--- src/hw/offload_pkg.sv ---
// --------------------
// Offload router package
// Widths, opcodes, request and response payloads and
// the pipeline options of the offload path
// --------------------
`default_nettype none

package offload_pkg;

  // Unit count must stay a power of two for the arbiter pointer wrap
  localparam int unsigned NUM_UNITS = 4;
  localparam int unsigned SEL_W     = $clog2(NUM_UNITS);
  localparam int unsigned DATA_W    = 32;
  localparam int unsigned ID_W      = 5;
  localparam int unsigned OP_W      = 4;

  // Pipeline cuts on the offload path
  localparam bit REGISTER_OFFLOAD_REQ = 1'b1;
  localparam bit REGISTER_OFFLOAD_RSP = 1'b1;

  // Legal opcodes, values 8 to 15 are rejected by the units
  typedef enum logic [OP_W-1:0] {
    OP_ADD = 4'd0,
    OP_SUB = 4'd1,
    OP_AND = 4'd2,
    OP_OR  = 4'd3,
    OP_XOR = 4'd4,
    OP_SLL = 4'd5,
    OP_SRL = 4'd6,
    OP_SLT = 4'd7
  } op_e;

  // Offload request, op kept as raw bits so illegal codes pass through
  typedef struct packed {
    logic [SEL_W-1:0]  addr;
    logic [ID_W-1:0]   id;
    logic [OP_W-1:0]   op;
    logic [DATA_W-1:0] arga;
    logic [DATA_W-1:0] argb;
  } acc_req_t;

  typedef struct packed {
    logic [ID_W-1:0]   id;
    logic [DATA_W-1:0] data;
    logic              error;
  } acc_rsp_t;

endpackage

`default_nettype wire

--- src/hw/offload_spill.sv ---
// --------------------
// Spill register for one valid/ready stream
// Two entries cut the ready and data paths, or plain wires when bypassed
// --------------------
`timescale 1ns/10ps
`default_nettype none

module offload_spill #(
  parameter type T      = logic,
  parameter bit  Bypass = 1'b0
) (
  input  logic clk_i,
  input  logic rst_ni,
  input  logic valid_i,
  output logic ready_o,
  input  T     data_i,
  output logic valid_o,
  input  logic ready_i,
  output T     data_o
);

  if (Bypass) begin : gen_bypass
    assign valid_o = valid_i;
    assign ready_o = ready_i;
    assign data_o  = data_i;
  end else begin : gen_spill
    logic a_full_q, b_full_q;
    T     a_data_q, b_data_q;
    logic a_fill, a_drain, b_fill, b_drain;

    // A takes new data, B catches A when the output stalls
    assign a_fill  = valid_i && ready_o;
    assign a_drain = a_full_q && !b_full_q;
    assign b_fill  = a_drain && !ready_i;
    assign b_drain = b_full_q && ready_i;

    always_ff @(posedge clk_i) begin
      if (rst_ni) begin
        a_full_q <= 1'b0;
        b_full_q <= 1'b0;
      end else begin
        if (a_fill) begin
          a_full_q <= 1'b1;
        end else if (a_drain) begin
          a_full_q <= 1'b0;
        end
        if (b_fill) begin
          b_full_q <= 1'b1;
        end else if (b_drain) begin
          b_full_q <= 1'b0;
        end
      end
    end

    always_ff @(posedge clk_i) begin
      if (a_fill) a_data_q <= data_i;
      if (b_fill) b_data_q <= a_data_q;
    end

    // B always holds the older entry
    assign ready_o = !a_full_q || !b_full_q;
    assign valid_o = a_full_q || b_full_q;
    assign data_o  = b_full_q ? b_data_q : a_data_q;

    // Stalled output keeps its payload
    a_hold_stable: assert property (@(posedge clk_i) disable iff (rst_ni)
      valid_o && !ready_i |=> valid_o && $stable(data_o));
  end

endmodule

`default_nettype wire

--- src/hw/offload_demux.sv ---
// --------------------
// Request steering
// Routes valid to the unit named by the address field and
// returns that unit's ready
// --------------------
`timescale 1ns/10ps
`default_nettype none

module offload_demux (
  input  logic                                valid_i,
  output logic                                ready_o,
  input  logic [offload_pkg::SEL_W-1:0]       sel_i,
  output logic [offload_pkg::NUM_UNITS-1:0]   valid_o,
  input  logic [offload_pkg::NUM_UNITS-1:0]   ready_i
);

  // --------------------
  // Valid decode
  // --------------------
  always_comb begin
    for (int i = 0; i < offload_pkg::NUM_UNITS; i++) begin
      valid_o[i] = valid_i && (sel_i == offload_pkg::SEL_W'(i));
    end
  end

  // --------------------
  // Ready return
  // --------------------
  // Only the addressed unit may complete the handshake
  assign ready_o = ready_i[sel_i];

endmodule

`default_nettype wire

--- src/hw/int_unit.sv ---
// --------------------
// Integer accelerator unit
// ALU ops on arga/argb with one registered result stage
// --------------------
`timescale 1ns/10ps
`default_nettype none

module int_unit (
  input  logic                  clk_i,
  input  logic                  rst_ni,
  input  offload_pkg::acc_req_t req_i,
  input  logic                  req_valid_i,
  output logic                  req_ready_o,
  output offload_pkg::acc_rsp_t rsp_o,
  output logic                  rsp_valid_o,
  input  logic                  rsp_ready_i
);

  logic [offload_pkg::DATA_W-1:0] result;
  logic                           illegal;
  logic [4:0]                     shamt;
  logic                           accept;
  offload_pkg::acc_rsp_t          rsp_q;
  logic                           valid_q;

  assign shamt = req_i.argb[4:0];

  // --------------------
  // Operation decode
  // --------------------
  always_comb begin
    result  = '0;
    illegal = 1'b0;
    case (req_i.op)
      offload_pkg::OP_ADD: result = req_i.arga + req_i.argb;
      offload_pkg::OP_SUB: result = req_i.arga - req_i.argb;
      offload_pkg::OP_AND: result = req_i.arga & req_i.argb;
      offload_pkg::OP_OR:  result = req_i.arga | req_i.argb;
      offload_pkg::OP_XOR: result = req_i.arga ^ req_i.argb;
      offload_pkg::OP_SLL: result = req_i.arga << shamt;
      offload_pkg::OP_SRL: result = req_i.arga >> shamt;
      offload_pkg::OP_SLT: begin
        result = {{(offload_pkg::DATA_W-1){1'b0}},
                  $signed(req_i.arga) < $signed(req_i.argb)};
      end
      default: illegal = 1'b1;
    endcase
  end

  // --------------------
  // Result stage
  // --------------------
  // Accept when empty or when the held result leaves this cycle
  assign req_ready_o = !valid_q || rsp_ready_i;
  assign accept      = req_valid_i && req_ready_o;

  always_ff @(posedge clk_i) begin
    if (rst_ni) begin
      valid_q <= 1'b0;
    end else if (accept) begin
      valid_q <= 1'b1;
    end else if (rsp_ready_i) begin
      valid_q <= 1'b0;
    end
  end

  always_ff @(posedge clk_i) begin
    if (accept) begin
      rsp_q.id    <= req_i.id;
      rsp_q.data  <= result;
      rsp_q.error <= illegal;
    end
  end

  assign rsp_o       = rsp_q;
  assign rsp_valid_o = valid_q;

  // Held result is never overwritten by a new request
  a_no_overwrite: assert property (@(posedge clk_i) disable iff (rst_ni)
    rsp_valid_o && !rsp_ready_i |=> rsp_valid_o && $stable(rsp_o));

endmodule

`default_nettype wire

--- src/hw/resp_arbiter.sv ---
// --------------------
// Response arbiter
// Round-robin merge of the unit responses with the grant locked until transfer
// --------------------
`timescale 1ns/10ps
`default_nettype none

module resp_arbiter (
  input  logic                                                  clk_i,
  input  logic                                                  rst_ni,
  input  offload_pkg::acc_rsp_t [offload_pkg::NUM_UNITS-1:0]    rsp_i,
  input  logic [offload_pkg::NUM_UNITS-1:0]                     valid_i,
  output logic [offload_pkg::NUM_UNITS-1:0]                     ready_o,
  output offload_pkg::acc_rsp_t                                 rsp_o,
  output logic                                                  valid_o,
  input  logic                                                  ready_i
);

  logic [offload_pkg::SEL_W-1:0]     ptr_q, lock_idx_q, gnt_idx, rr_idx, idx;
  logic                              lock_q, found;
  logic [offload_pkg::NUM_UNITS-1:0] gnt;

  // First valid unit at or after the priority pointer
  always_comb begin
    rr_idx = '0;
    found  = 1'b0;
    idx    = '0;
    for (int i = 0; i < offload_pkg::NUM_UNITS; i++) begin
      idx = ptr_q + offload_pkg::SEL_W'(i);
      if (!found && valid_i[idx]) begin
        rr_idx = idx;
        found  = 1'b1;
      end
    end
  end

  assign gnt_idx = lock_q ? lock_idx_q : rr_idx;
  assign valid_o = lock_q || found;
  assign gnt     = valid_o ? (offload_pkg::NUM_UNITS'(1) << gnt_idx) : '0;
  assign ready_o = ready_i ? gnt : '0;
  assign rsp_o   = rsp_i[gnt_idx];

  always_ff @(posedge clk_i) begin
    if (rst_ni) begin
      ptr_q      <= '0;
      lock_q     <= 1'b0;
      lock_idx_q <= '0;
    end else if (valid_o && ready_i) begin
      lock_q <= 1'b0;
      ptr_q  <= gnt_idx + 1'b1;
    end else if (valid_o) begin
      lock_q     <= 1'b1;
      lock_idx_q <= gnt_idx;
    end
  end

  // Stalled grant stays on the same unit
  a_gnt_locked: assert property (@(posedge clk_i) disable iff (rst_ni)
    valid_o && !ready_i |=> valid_o && $stable(gnt));

endmodule

`default_nettype wire

--- src/hw/offload_router.sv ---
// --------------------
// Offload router top
// Request spill, unit steering, integer units, response merge and spill
// --------------------
`timescale 1ns/10ps
`default_nettype none

module offload_router (
  input  logic                             clk_i,
  input  logic                             rst_ni,
  // Request side
  input  logic                             req_valid_i,
  output logic                             req_ready_o,
  input  logic [offload_pkg::SEL_W-1:0]    req_addr_i,
  input  logic [offload_pkg::ID_W-1:0]     req_id_i,
  input  logic [offload_pkg::OP_W-1:0]     req_op_i,
  input  logic [offload_pkg::DATA_W-1:0]   req_arga_i,
  input  logic [offload_pkg::DATA_W-1:0]   req_argb_i,
  // Response side
  output logic                             rsp_valid_o,
  input  logic                             rsp_ready_i,
  output logic [offload_pkg::ID_W-1:0]     rsp_id_o,
  output logic [offload_pkg::DATA_W-1:0]   rsp_data_o,
  output logic                             rsp_error_o
);

  offload_pkg::acc_req_t                             req_in, req_q;
  logic                                              req_q_valid, req_q_ready;
  logic [offload_pkg::NUM_UNITS-1:0]                 unit_req_valid, unit_req_ready;
  offload_pkg::acc_rsp_t [offload_pkg::NUM_UNITS-1:0] unit_rsp;
  logic [offload_pkg::NUM_UNITS-1:0]                 unit_rsp_valid, unit_rsp_ready;
  offload_pkg::acc_rsp_t                             arb_rsp, rsp_out;
  logic                                              arb_valid, arb_ready;

  assign req_in.addr = req_addr_i;
  assign req_in.id   = req_id_i;
  assign req_in.op   = req_op_i;
  assign req_in.arga = req_arga_i;
  assign req_in.argb = req_argb_i;

  // --------------------
  // Request path
  // --------------------
  offload_spill #(
    .T      (offload_pkg::acc_req_t),
    .Bypass (!offload_pkg::REGISTER_OFFLOAD_REQ)
  ) u_req_spill (
    .clk_i   (clk_i),
    .rst_ni  (rst_ni),
    .valid_i (req_valid_i),
    .ready_o (req_ready_o),
    .data_i  (req_in),
    .valid_o (req_q_valid),
    .ready_i (req_q_ready),
    .data_o  (req_q)
  );

  offload_demux u_demux (
    .valid_i (req_q_valid),
    .ready_o (req_q_ready),
    .sel_i   (req_q.addr),
    .valid_o (unit_req_valid),
    .ready_i (unit_req_ready)
  );

  // Payload fans out to every unit, only one sees valid
  for (genvar g = 0; g < offload_pkg::NUM_UNITS; g++) begin : gen_units
    int_unit u_unit (
      .clk_i       (clk_i),
      .rst_ni      (rst_ni),
      .req_i       (req_q),
      .req_valid_i (unit_req_valid[g]),
      .req_ready_o (unit_req_ready[g]),
      .rsp_o       (unit_rsp[g]),
      .rsp_valid_o (unit_rsp_valid[g]),
      .rsp_ready_i (unit_rsp_ready[g])
    );
  end

  // --------------------
  // Response path
  // --------------------
  resp_arbiter u_arbiter (
    .clk_i   (clk_i),
    .rst_ni  (rst_ni),
    .rsp_i   (unit_rsp),
    .valid_i (unit_rsp_valid),
    .ready_o (unit_rsp_ready),
    .rsp_o   (arb_rsp),
    .valid_o (arb_valid),
    .ready_i (arb_ready)
  );

  offload_spill #(
    .T      (offload_pkg::acc_rsp_t),
    .Bypass (!offload_pkg::REGISTER_OFFLOAD_RSP)
  ) u_rsp_spill (
    .clk_i   (clk_i),
    .rst_ni  (rst_ni),
    .valid_i (arb_valid),
    .ready_o (arb_ready),
    .data_i  (arb_rsp),
    .valid_o (rsp_valid_o),
    .ready_i (rsp_ready_i),
    .data_o  (rsp_out)
  );

  assign rsp_id_o    = rsp_out.id;
  assign rsp_data_o  = rsp_out.data;
  assign rsp_error_o = rsp_out.error;

endmodule

`default_nettype wire

--- config.mk ---
export PLATFORM = sky130hd
export DESIGN_NAME = offload_router
export DESIGN_NICKNAME = d
export VERILOG_FILES = /design/src/hw/offload_pkg.sv /design/src/hw/offload_spill.sv /design/src/hw/offload_demux.sv /design/src/hw/int_unit.sv /design/src/hw/resp_arbiter.sv /design/src/hw/offload_router.sv
export SDC_FILE = /design/constraint.sdc
export NUM_CORES = 1
export LEC_CHECK = 0
export BUFFER_PORTS_ARGS = -buffer_cell sky130_fd_sc_hd__buf_4
export CORE_MARGIN = 2
export CORE_UTILIZATION = 55
export CTS_CLUSTER_SIZE = 20
export DETAILED_ROUTE_END_ITERATION = 16
export GPL_TIMING_DRIVEN = 0
export PLACE_DENSITY_LB_ADDON = 0.2
export SLEW_MARGIN = 30
export SYNTH_ARGS = -nofsm -noshare
export SYNTH_HDL_FRONTEND = slang
export SYNTH_SLANG_ARGS = --single-unit
export TNS_END_PERCENT = 10
--- constraint.sdc ---
create_clock -name clk_i -period 7.57 [get_ports clk_i]
set_clock_uncertainty 0.05 [all_clocks]
set_input_delay 0.3785 -clock clk_i [delete_from_list [all_inputs] [get_ports clk_i]]
set_output_delay 0.3785 -clock clk_i [all_outputs]
set_load 0.01 [all_outputs]
# == Word-level counts from Yosys, hierarchy flattened ==
# Cells that the tools add are included.
# classes
add_sub_neg,6
n_lt_le_gt_ge,7
eq_ne,10
shift,3
n_mux,43
bitwise_logic,4
n_reduce_logical,54
# ops
cell,count
$pmux 32 s8,1
$bmux 38 s2,1
$mux 38,2
$mux 75,1
$add 32x32->32,1
$and 32x32->32,1
$lt 32x32->1,1
$or 32x32->32,1
$shl 32x5->32,1
$shr 32x5->32,1
$sub 32x32->32,1
$xor 32x32->32,1
$mux 1,26
$logic_and 1x1->1,19
$lt 2x3->1 const B,6
$eq 4x3->1 const B,4
$reduce_bool 2->1,8
$logic_not 1->1,13
$bmux 1 s2,5
$mux 2,5
$logic_or 1x1->1,9
$eq 4x2->1 const B,2
$mux 4,2
$reduce_or 8->1,1
other kinds (11),14
# word_totals
ff_bits,391
in_bits,79
output_inout_bits,40
elab_cells,166

# == Depth between registers and ports, before layout ==
# logic_depth
ltp_word,22
mapped_depth,17
ltp_nobuf,14

# == By module ==
# From an unflattened synthesis, not the netlist that was laid out.
# unflattened
hier_cells,5628
hier_area_um2,46782.4
# by_module_without_submodules
mod,n_inst,cells_each,area_each_um2,seq_area_each_um2
int_unit (gen_units[2].u_unit ...),2,1228,8994.9,1161.1
int_unit (gen_units[0].u_unit),1,1303,9465.3,1161.1
int_unit (gen_units[1].u_unit),1,1276,9155.0,1161.1
offload_spill (u_req_spill),1,243,5519.0,4544.4
offload_spill (u_rsp_spill),1,128,3015.4,2322.2
resp_arbiter,1,217,1580.3,100.1
offload_demux,1,5,57.6,0.0

# == Worst setup path after synthesis ==
# No wires, ideal clock.
# synth_timing
path_kind,register to register
start,register gen_units[1].u_unit.valid_q
end,"register gen_units[1].u_unit.rsp_q (netlist bit gen_units[1].u_unit.rsp_o[0]), enable pin"
setup_ps,491
arrival_ps,6756
t_required_ps,7029
slack_ps,273
path_stages_with_launch,10
path_buffers,1
synth_period_minus_slack_ps,7297
path_cell_list,dfxtp_1 -> clkbuf_1 -> mux2_2 -> nor3_1 -> a21oi_1 -> nor2_1 -> o21ai_0 -> a21boi_1 -> a21boi_0 -> nor3b_1
# synth_via
elab_chain_cells,18
word_cells_on_any_way,30
cone_classes,shift (1); mux (19); reduce/logical (10)
# synth_rtl
element,line,rtl
start: declaration,int_unit.sv:24,logic valid_q;
start signal: assignment,int_unit.sv:59,valid_q <= 1'b0;
start signal: assignment,int_unit.sv:61,valid_q <= 1'b1;
start signal: assignment,int_unit.sv:63,valid_q <= 1'b0;
$bmux 1 s2,resp_arbiter.sv:30,if (!found && valid_i[idx]) begin
$mux 1 (implied by the code),resp_arbiter.sv:30,
$mux 1,resp_arbiter.sv:30,
$logic_not 1->1,resp_arbiter.sv:30,
$logic_and 1x1->1,resp_arbiter.sv:30,
$mux 1,resp_arbiter.sv:30,
$logic_not 1->1,resp_arbiter.sv:30,
$logic_and 1x1->1,resp_arbiter.sv:30,
[3 not listed],n/a,
$mux 2,resp_arbiter.sv:30,
$mux 2,resp_arbiter.sv:37,assign gnt_idx = lock_q ? lock_idx_q : rr_idx;
$shl 1x2->4,resp_arbiter.sv:39,assign gnt = valid_o ? (offload_pkg::NUM_UNITS'(1) << gnt_idx) : '0;
$mux 4,resp_arbiter.sv:39,
$mux 4,resp_arbiter.sv:40,assign ready_o = ready_i ? gnt : '0;
$logic_or 1x1->1 *,int_unit.sv:54,assign req_ready_o = !valid_q || rsp_ready_i;
$logic_and 1x1->1 *,int_unit.sv:55,assign accept = req_valid_i && req_ready_o;
via gen_units[1].u_unit.accept,int_unit.sv:22,logic accept;
end: declaration,int_unit.sv:23,offload_pkg::acc_rsp_t rsp_q;
# The timed path passes the listed nets; every way through them passes the cells marked *. The select of a mux whose other input is x is not followed.
# A chain may end at the register's enable or synchronous reset.

# == Worst setup path in the final report ==
# layout_timing
start,register u_req_spill.gen_spill.b_full_q
end,"register gen_units[0].u_unit.rsp_q (netlist bit gen_units[0].u_unit.rsp_o[31]), data pin"
# layout_via
elab_chain_cells,3
word_cells_on_any_way,17
cone_classes,add/sub (2); eq/ne (7); shift (2); mux (2); bitwise (3); reduce/logical (1)
# layout_rtl
element,line,rtl
start: declaration,offload_spill.sv:27,"logic a_full_q, b_full_q;"
start signal: assignment,offload_spill.sv:40,b_full_q <= 1'b0;
start signal: assignment,offload_spill.sv:48,b_full_q <= 1'b1;
start signal: assignment,offload_spill.sv:50,b_full_q <= 1'b0;
$mux 75 *,offload_spill.sv:63,assign data_o = b_full_q ? b_data_q : a_data_q;
"$sub 32x32->32, or another cell as far along",int_unit.sv:36,offload_pkg::OP_SUB: result = req_i.arga - req_i.argb;
$pmux 32 s8 *,int_unit.sv:34,case (req_i.op)
via gen_units[0].u_unit.result (one bit),int_unit.sv:19,logic [offload_pkg::DATA_W-1:0] result;
end: declaration,int_unit.sv:23,
# The timed path passes the listed nets; every way through them passes the cells marked *.

==> impl_metrics.py <==
metrics = {
    "run_status": {
        "status": "complete, no violations",
    },
    "flow_run": {
        "maxCapViolations": 0,
    },
    "critical_path": {
        "worstPathArrival_ns": 7.50,
        "end_kind": "register",
        "start_kind": "register",
        "cp_max_fo": 11,
        "r2r_slack_ns": 0.26,
        "reg2reg_to": "gen_units[0].u_unit.rsp_o[31]",
        "required_ns": 7.76,
        "ff2ff_path_depth": 16,
        "critPathKind": "reg2reg",
        "worstReg2RegStart": "u_req_spill.gen_spill.b_full_q",
    },
    "placed_design": {
        "dpl_cell_area_sq_um": 24350,
        "place_congestion": 1.083,
        "place_hpwl_microns": 61030,
        "port_buffers": 118,
    },
    "die": {
        "die_w_microns": 205.6,
        "row_count": 73,
        "start_util": 0.5602,
        "coreArea_sq_um": 39910,
        "die_area_sq_um": 42280,
        "die_y_microns": 205.6,
        "ios": 119,
    },
    "grt": {
        "grt_pass1_wl_microns": 118800,
        "antenna_found_initial": 1,
        "track_usage": 0.3883,
        "grt-ovfl-total": 0,
        "grt_pass1_vias": 18660,
        "grt_max_degree": 52,
    },
    "finish": {
        "final_cell_mix": "edfxtp_1 (378), nand2_1 (283), nor2_1 (184), buf_4 (137), mux2i_1 (133)",
        "diodes": 0,
        "multi_input_area_sq_um": 9947,
        "fillers": 2974,
        "stdcell_area_sq_um": 26330,
        "final_common_cell": "edfxtp_1",
        "seq_area_sq_um": 11610,
        "area_growth_pct": 17.74,
        "layout-drive-gt1-share": 0.1349,
        "finalNetCount": 2549,
    },
    "logic_synthesis": {
        "synth_top_area_frac": 0.5076,
        "yosys_warnings": 0,
        "netlist_area_sq_um": 22360,
        "ys_dominant_reg_cell": "edfxtp_1",
        "synth_top_area_cell": "edfxtp_1",
        "avgSynthCellArea_sq_um": 10.66,
        "ys_seq_elements": 391,
        "syn-num-nets": 2282,
        "yosysUniqueCellTypes": 80,
        "async_flop_share": 0,
        "seq_area_frac_synth": 0.5193,
        "synth-edff-count": 378,
        "synthCells": 2098,
        "yosys-top-cells-area": "edfxtp_1 (51%), mux2i_1 (6.1%), ha_1 (5.8%)",
    },
    "drt": {
        "drt-total-wl_microns": 82130,
        "ant_nets": 0,
        "via_per_inst": 6.519,
        "initialDrtViolationCount": 2299,
        "drt_pre_antenna_iters": 6,
        "route.vias.total": 19030,
        "drc": 0,
        "wl_per_cell_microns": 28.14,
    },
    "hold_path": {
        "min_from": "u_req_spill.gen_spill.a_data_q[6]",
        "hp-class": "reg2reg",
        "min_path_cells": 0,
        "holdPathEnd": "u_req_spill.gen_spill.b_data_q[6]",
    },
    "sta": {
        "finalMaxSlewViolations": 0,
        "fin_crit_ns": 7.312,
        "hold_viol": 0,
        "tightest_slew_ns": 1.121,
        "hold_slack_ns": 0.3928,
        "max_freq_mhz": 136.8,
        "setup_viol": 0,
        "slew_headroom": 0.2461,
        "min_period_over_period": 0.9659,
        "rsz0062_at_grt": "no",
    },
    "cts": {
        "clkTransAtPathRegs_ns": 0.06,
        "cts_tree": "yes",
        "root_buffer": "clkbuf_16",
        "cts_made_buffers": 40,
        "cts_setup_buffers": 0,
        "cts-htree-levels": 2,
        "worstSkewPairLatency_ns": 0.58,
        "cts_num_sinks": 391,
        "clk_path_buf_depth": 3,
    },
    "power_and_ir_drop": {
        "powerDensity_nw_per_um2": 218.4,
        "total_power_mw": 5.749,
        "p_leak_nw": 10.03,
        "ir_drop_mv": 0.2153,
    },
}
-- power by group --
group,total [mW],internal [mW],switching [mW]
combinational,1.31,0.466,0.841
sequential,2.62,2.56,0.0584
clock,1.83,0.994,0.832
-- worst max-delay path: stages, from the launching register on --
cell and delay, ns:
dfxtp_1 0.44, buf_2 0.32, buf_2 0.36, mux2i_1 0.34, buf_1 0.56, clkbuf_1 0.71, clkbuf_1 0.70, ha_1 0.46
nand2b_1 0.11, o311ai_1 0.23, a211oi_1 0.58, nor4_2 0.17, nor3_1 0.47, o41ai_1 0.21, o31ai_1 0.48, a2111oi_0 0.20
a311o_1 0.56
-- final cells by class --
type,instances,area share
flip-flops and latches,391,0.4410
multi-input cells,1479,0.3778
repair buffers,225,0.07699
clock buffers,56,0.04030
well taps,525,0.02495
plain buffers,133,0.02048
inverters,95,0.01354
clock inverters,15,0.004895
-- state kept, by name (all words and copies together) (netlist names) --
register                        count
gen_units.u_unit.rsp_o            152
gen_units.u_unit.rsp_valid_o        4
u_arbiter.lock_idx_q                2
u_arbiter.lock_q                    1
u_arbiter.ptr_q                     2
u_req_spill.gen_spill.a_data_q     75
u_req_spill.gen_spill.a_full_q      1
u_req_spill.gen_spill.b_data_q     75
u_req_spill.gen_spill.b_full_q      1
u_rsp_spill.gen_spill.a_data_q     38
u_rsp_spill.gen_spill.a_full_q      1
u_rsp_spill.gen_spill.b_data_q     38
u_rsp_spill.gen_spill.b_full_q      1
-- metal layers --
layer	share of wire	up-vias	GRT usage
met4	0.075	2	0.2541
li1	-	8346	-
met3	0.092	291	0.07887
met1	0.37	9201	0.4774
met2	0.46	1190	0.6231
met5	0.00017	-	0
-- worst max path at each step --
stage / end / from / slack (ns) / depth (start not counted)
final: gen_units[0].u_unit.rsp_o[31] / u_req_spill.gen_spill.b_full_q / 0.26 / 16
after global routing: gen_units[0].u_unit.rsp_o[31] / u_req_spill.gen_spill.b_full_q / 0.18 / 16
after CTS: gen_units[3].u_unit.rsp_o[29] / u_req_spill.gen_spill.b_full_q / 0.50 / 15
after detailed placement: gen_units[2].u_unit.rsp_o[29] / u_req_spill.gen_spill.b_full_q / 0.57 / 15
after global placement: gen_units[1].u_unit.rsp_o[11] / gen_units[1].u_unit.rsp_valid_o / -2.77 / 9
after floorplan: gen_units[1].u_unit.rsp_o[0] / gen_units[1].u_unit.rsp_valid_o / 0.27 / 9
-- through the flow --
stage          std cells    util  TNS, ns  setup WS [ns]
2_1_floorplan       2098       -        0         0.2727
3_3_place_gp        2741  0.5989  -410.00         -2.768
3_5_place_dp        2770  0.6101        0         0.5727
4_1_cts             2919  0.6595        0         0.5034
5_1_grt             2919  0.6596        0         0.1827
6_report            2919  0.6596        0         0.2582
-- what timing repair did --
item	4_1_cts	5_1_grt
resized for setup	0	2
endpoints found under the setup margin	0	4
hold buffers	78	0
endpoints found under the hold margin	78	0
-- cell usage after synthesis (12+ instances only) --
master / n
a211oi_1: 35
a21o_1: 14
a21oi_1: 108
a221o_1: 16
a221oi_1: 28
a31oi_1: 52
and3_1: 44
buf_1: 18
buf_2: 23
clkbuf_1: 90
dfxtp_1: 13
edfxtp_1: 378
ha_1: 103
inv_1: 92
mux2_2: 63
mux2i_1: 136
nand2_1: 283
nand3_1: 19
nor2_1: 185
nor3_1: 39
o211ai_1: 28
o21ai_0: 116
o21bai_1: 12
o31ai_1: 14
xnor2_1: 19
-- cells by family after synthesis --
group | Yosys count | synth area share
buffers and inverters | 228 | 0.03995
AND/OR/NAND/NOR | 634 | 0.1236
XOR/XNOR | 21 | 0.008226
adder cells (fa/ha/maj) | 105 | 0.05943
multiplexers | 202 | 0.09524
flip-flops | 391 | 0.5193
AO/OA/AOI/OAI | 517 | 0.1543
Power figures use the tool's default switching activity.
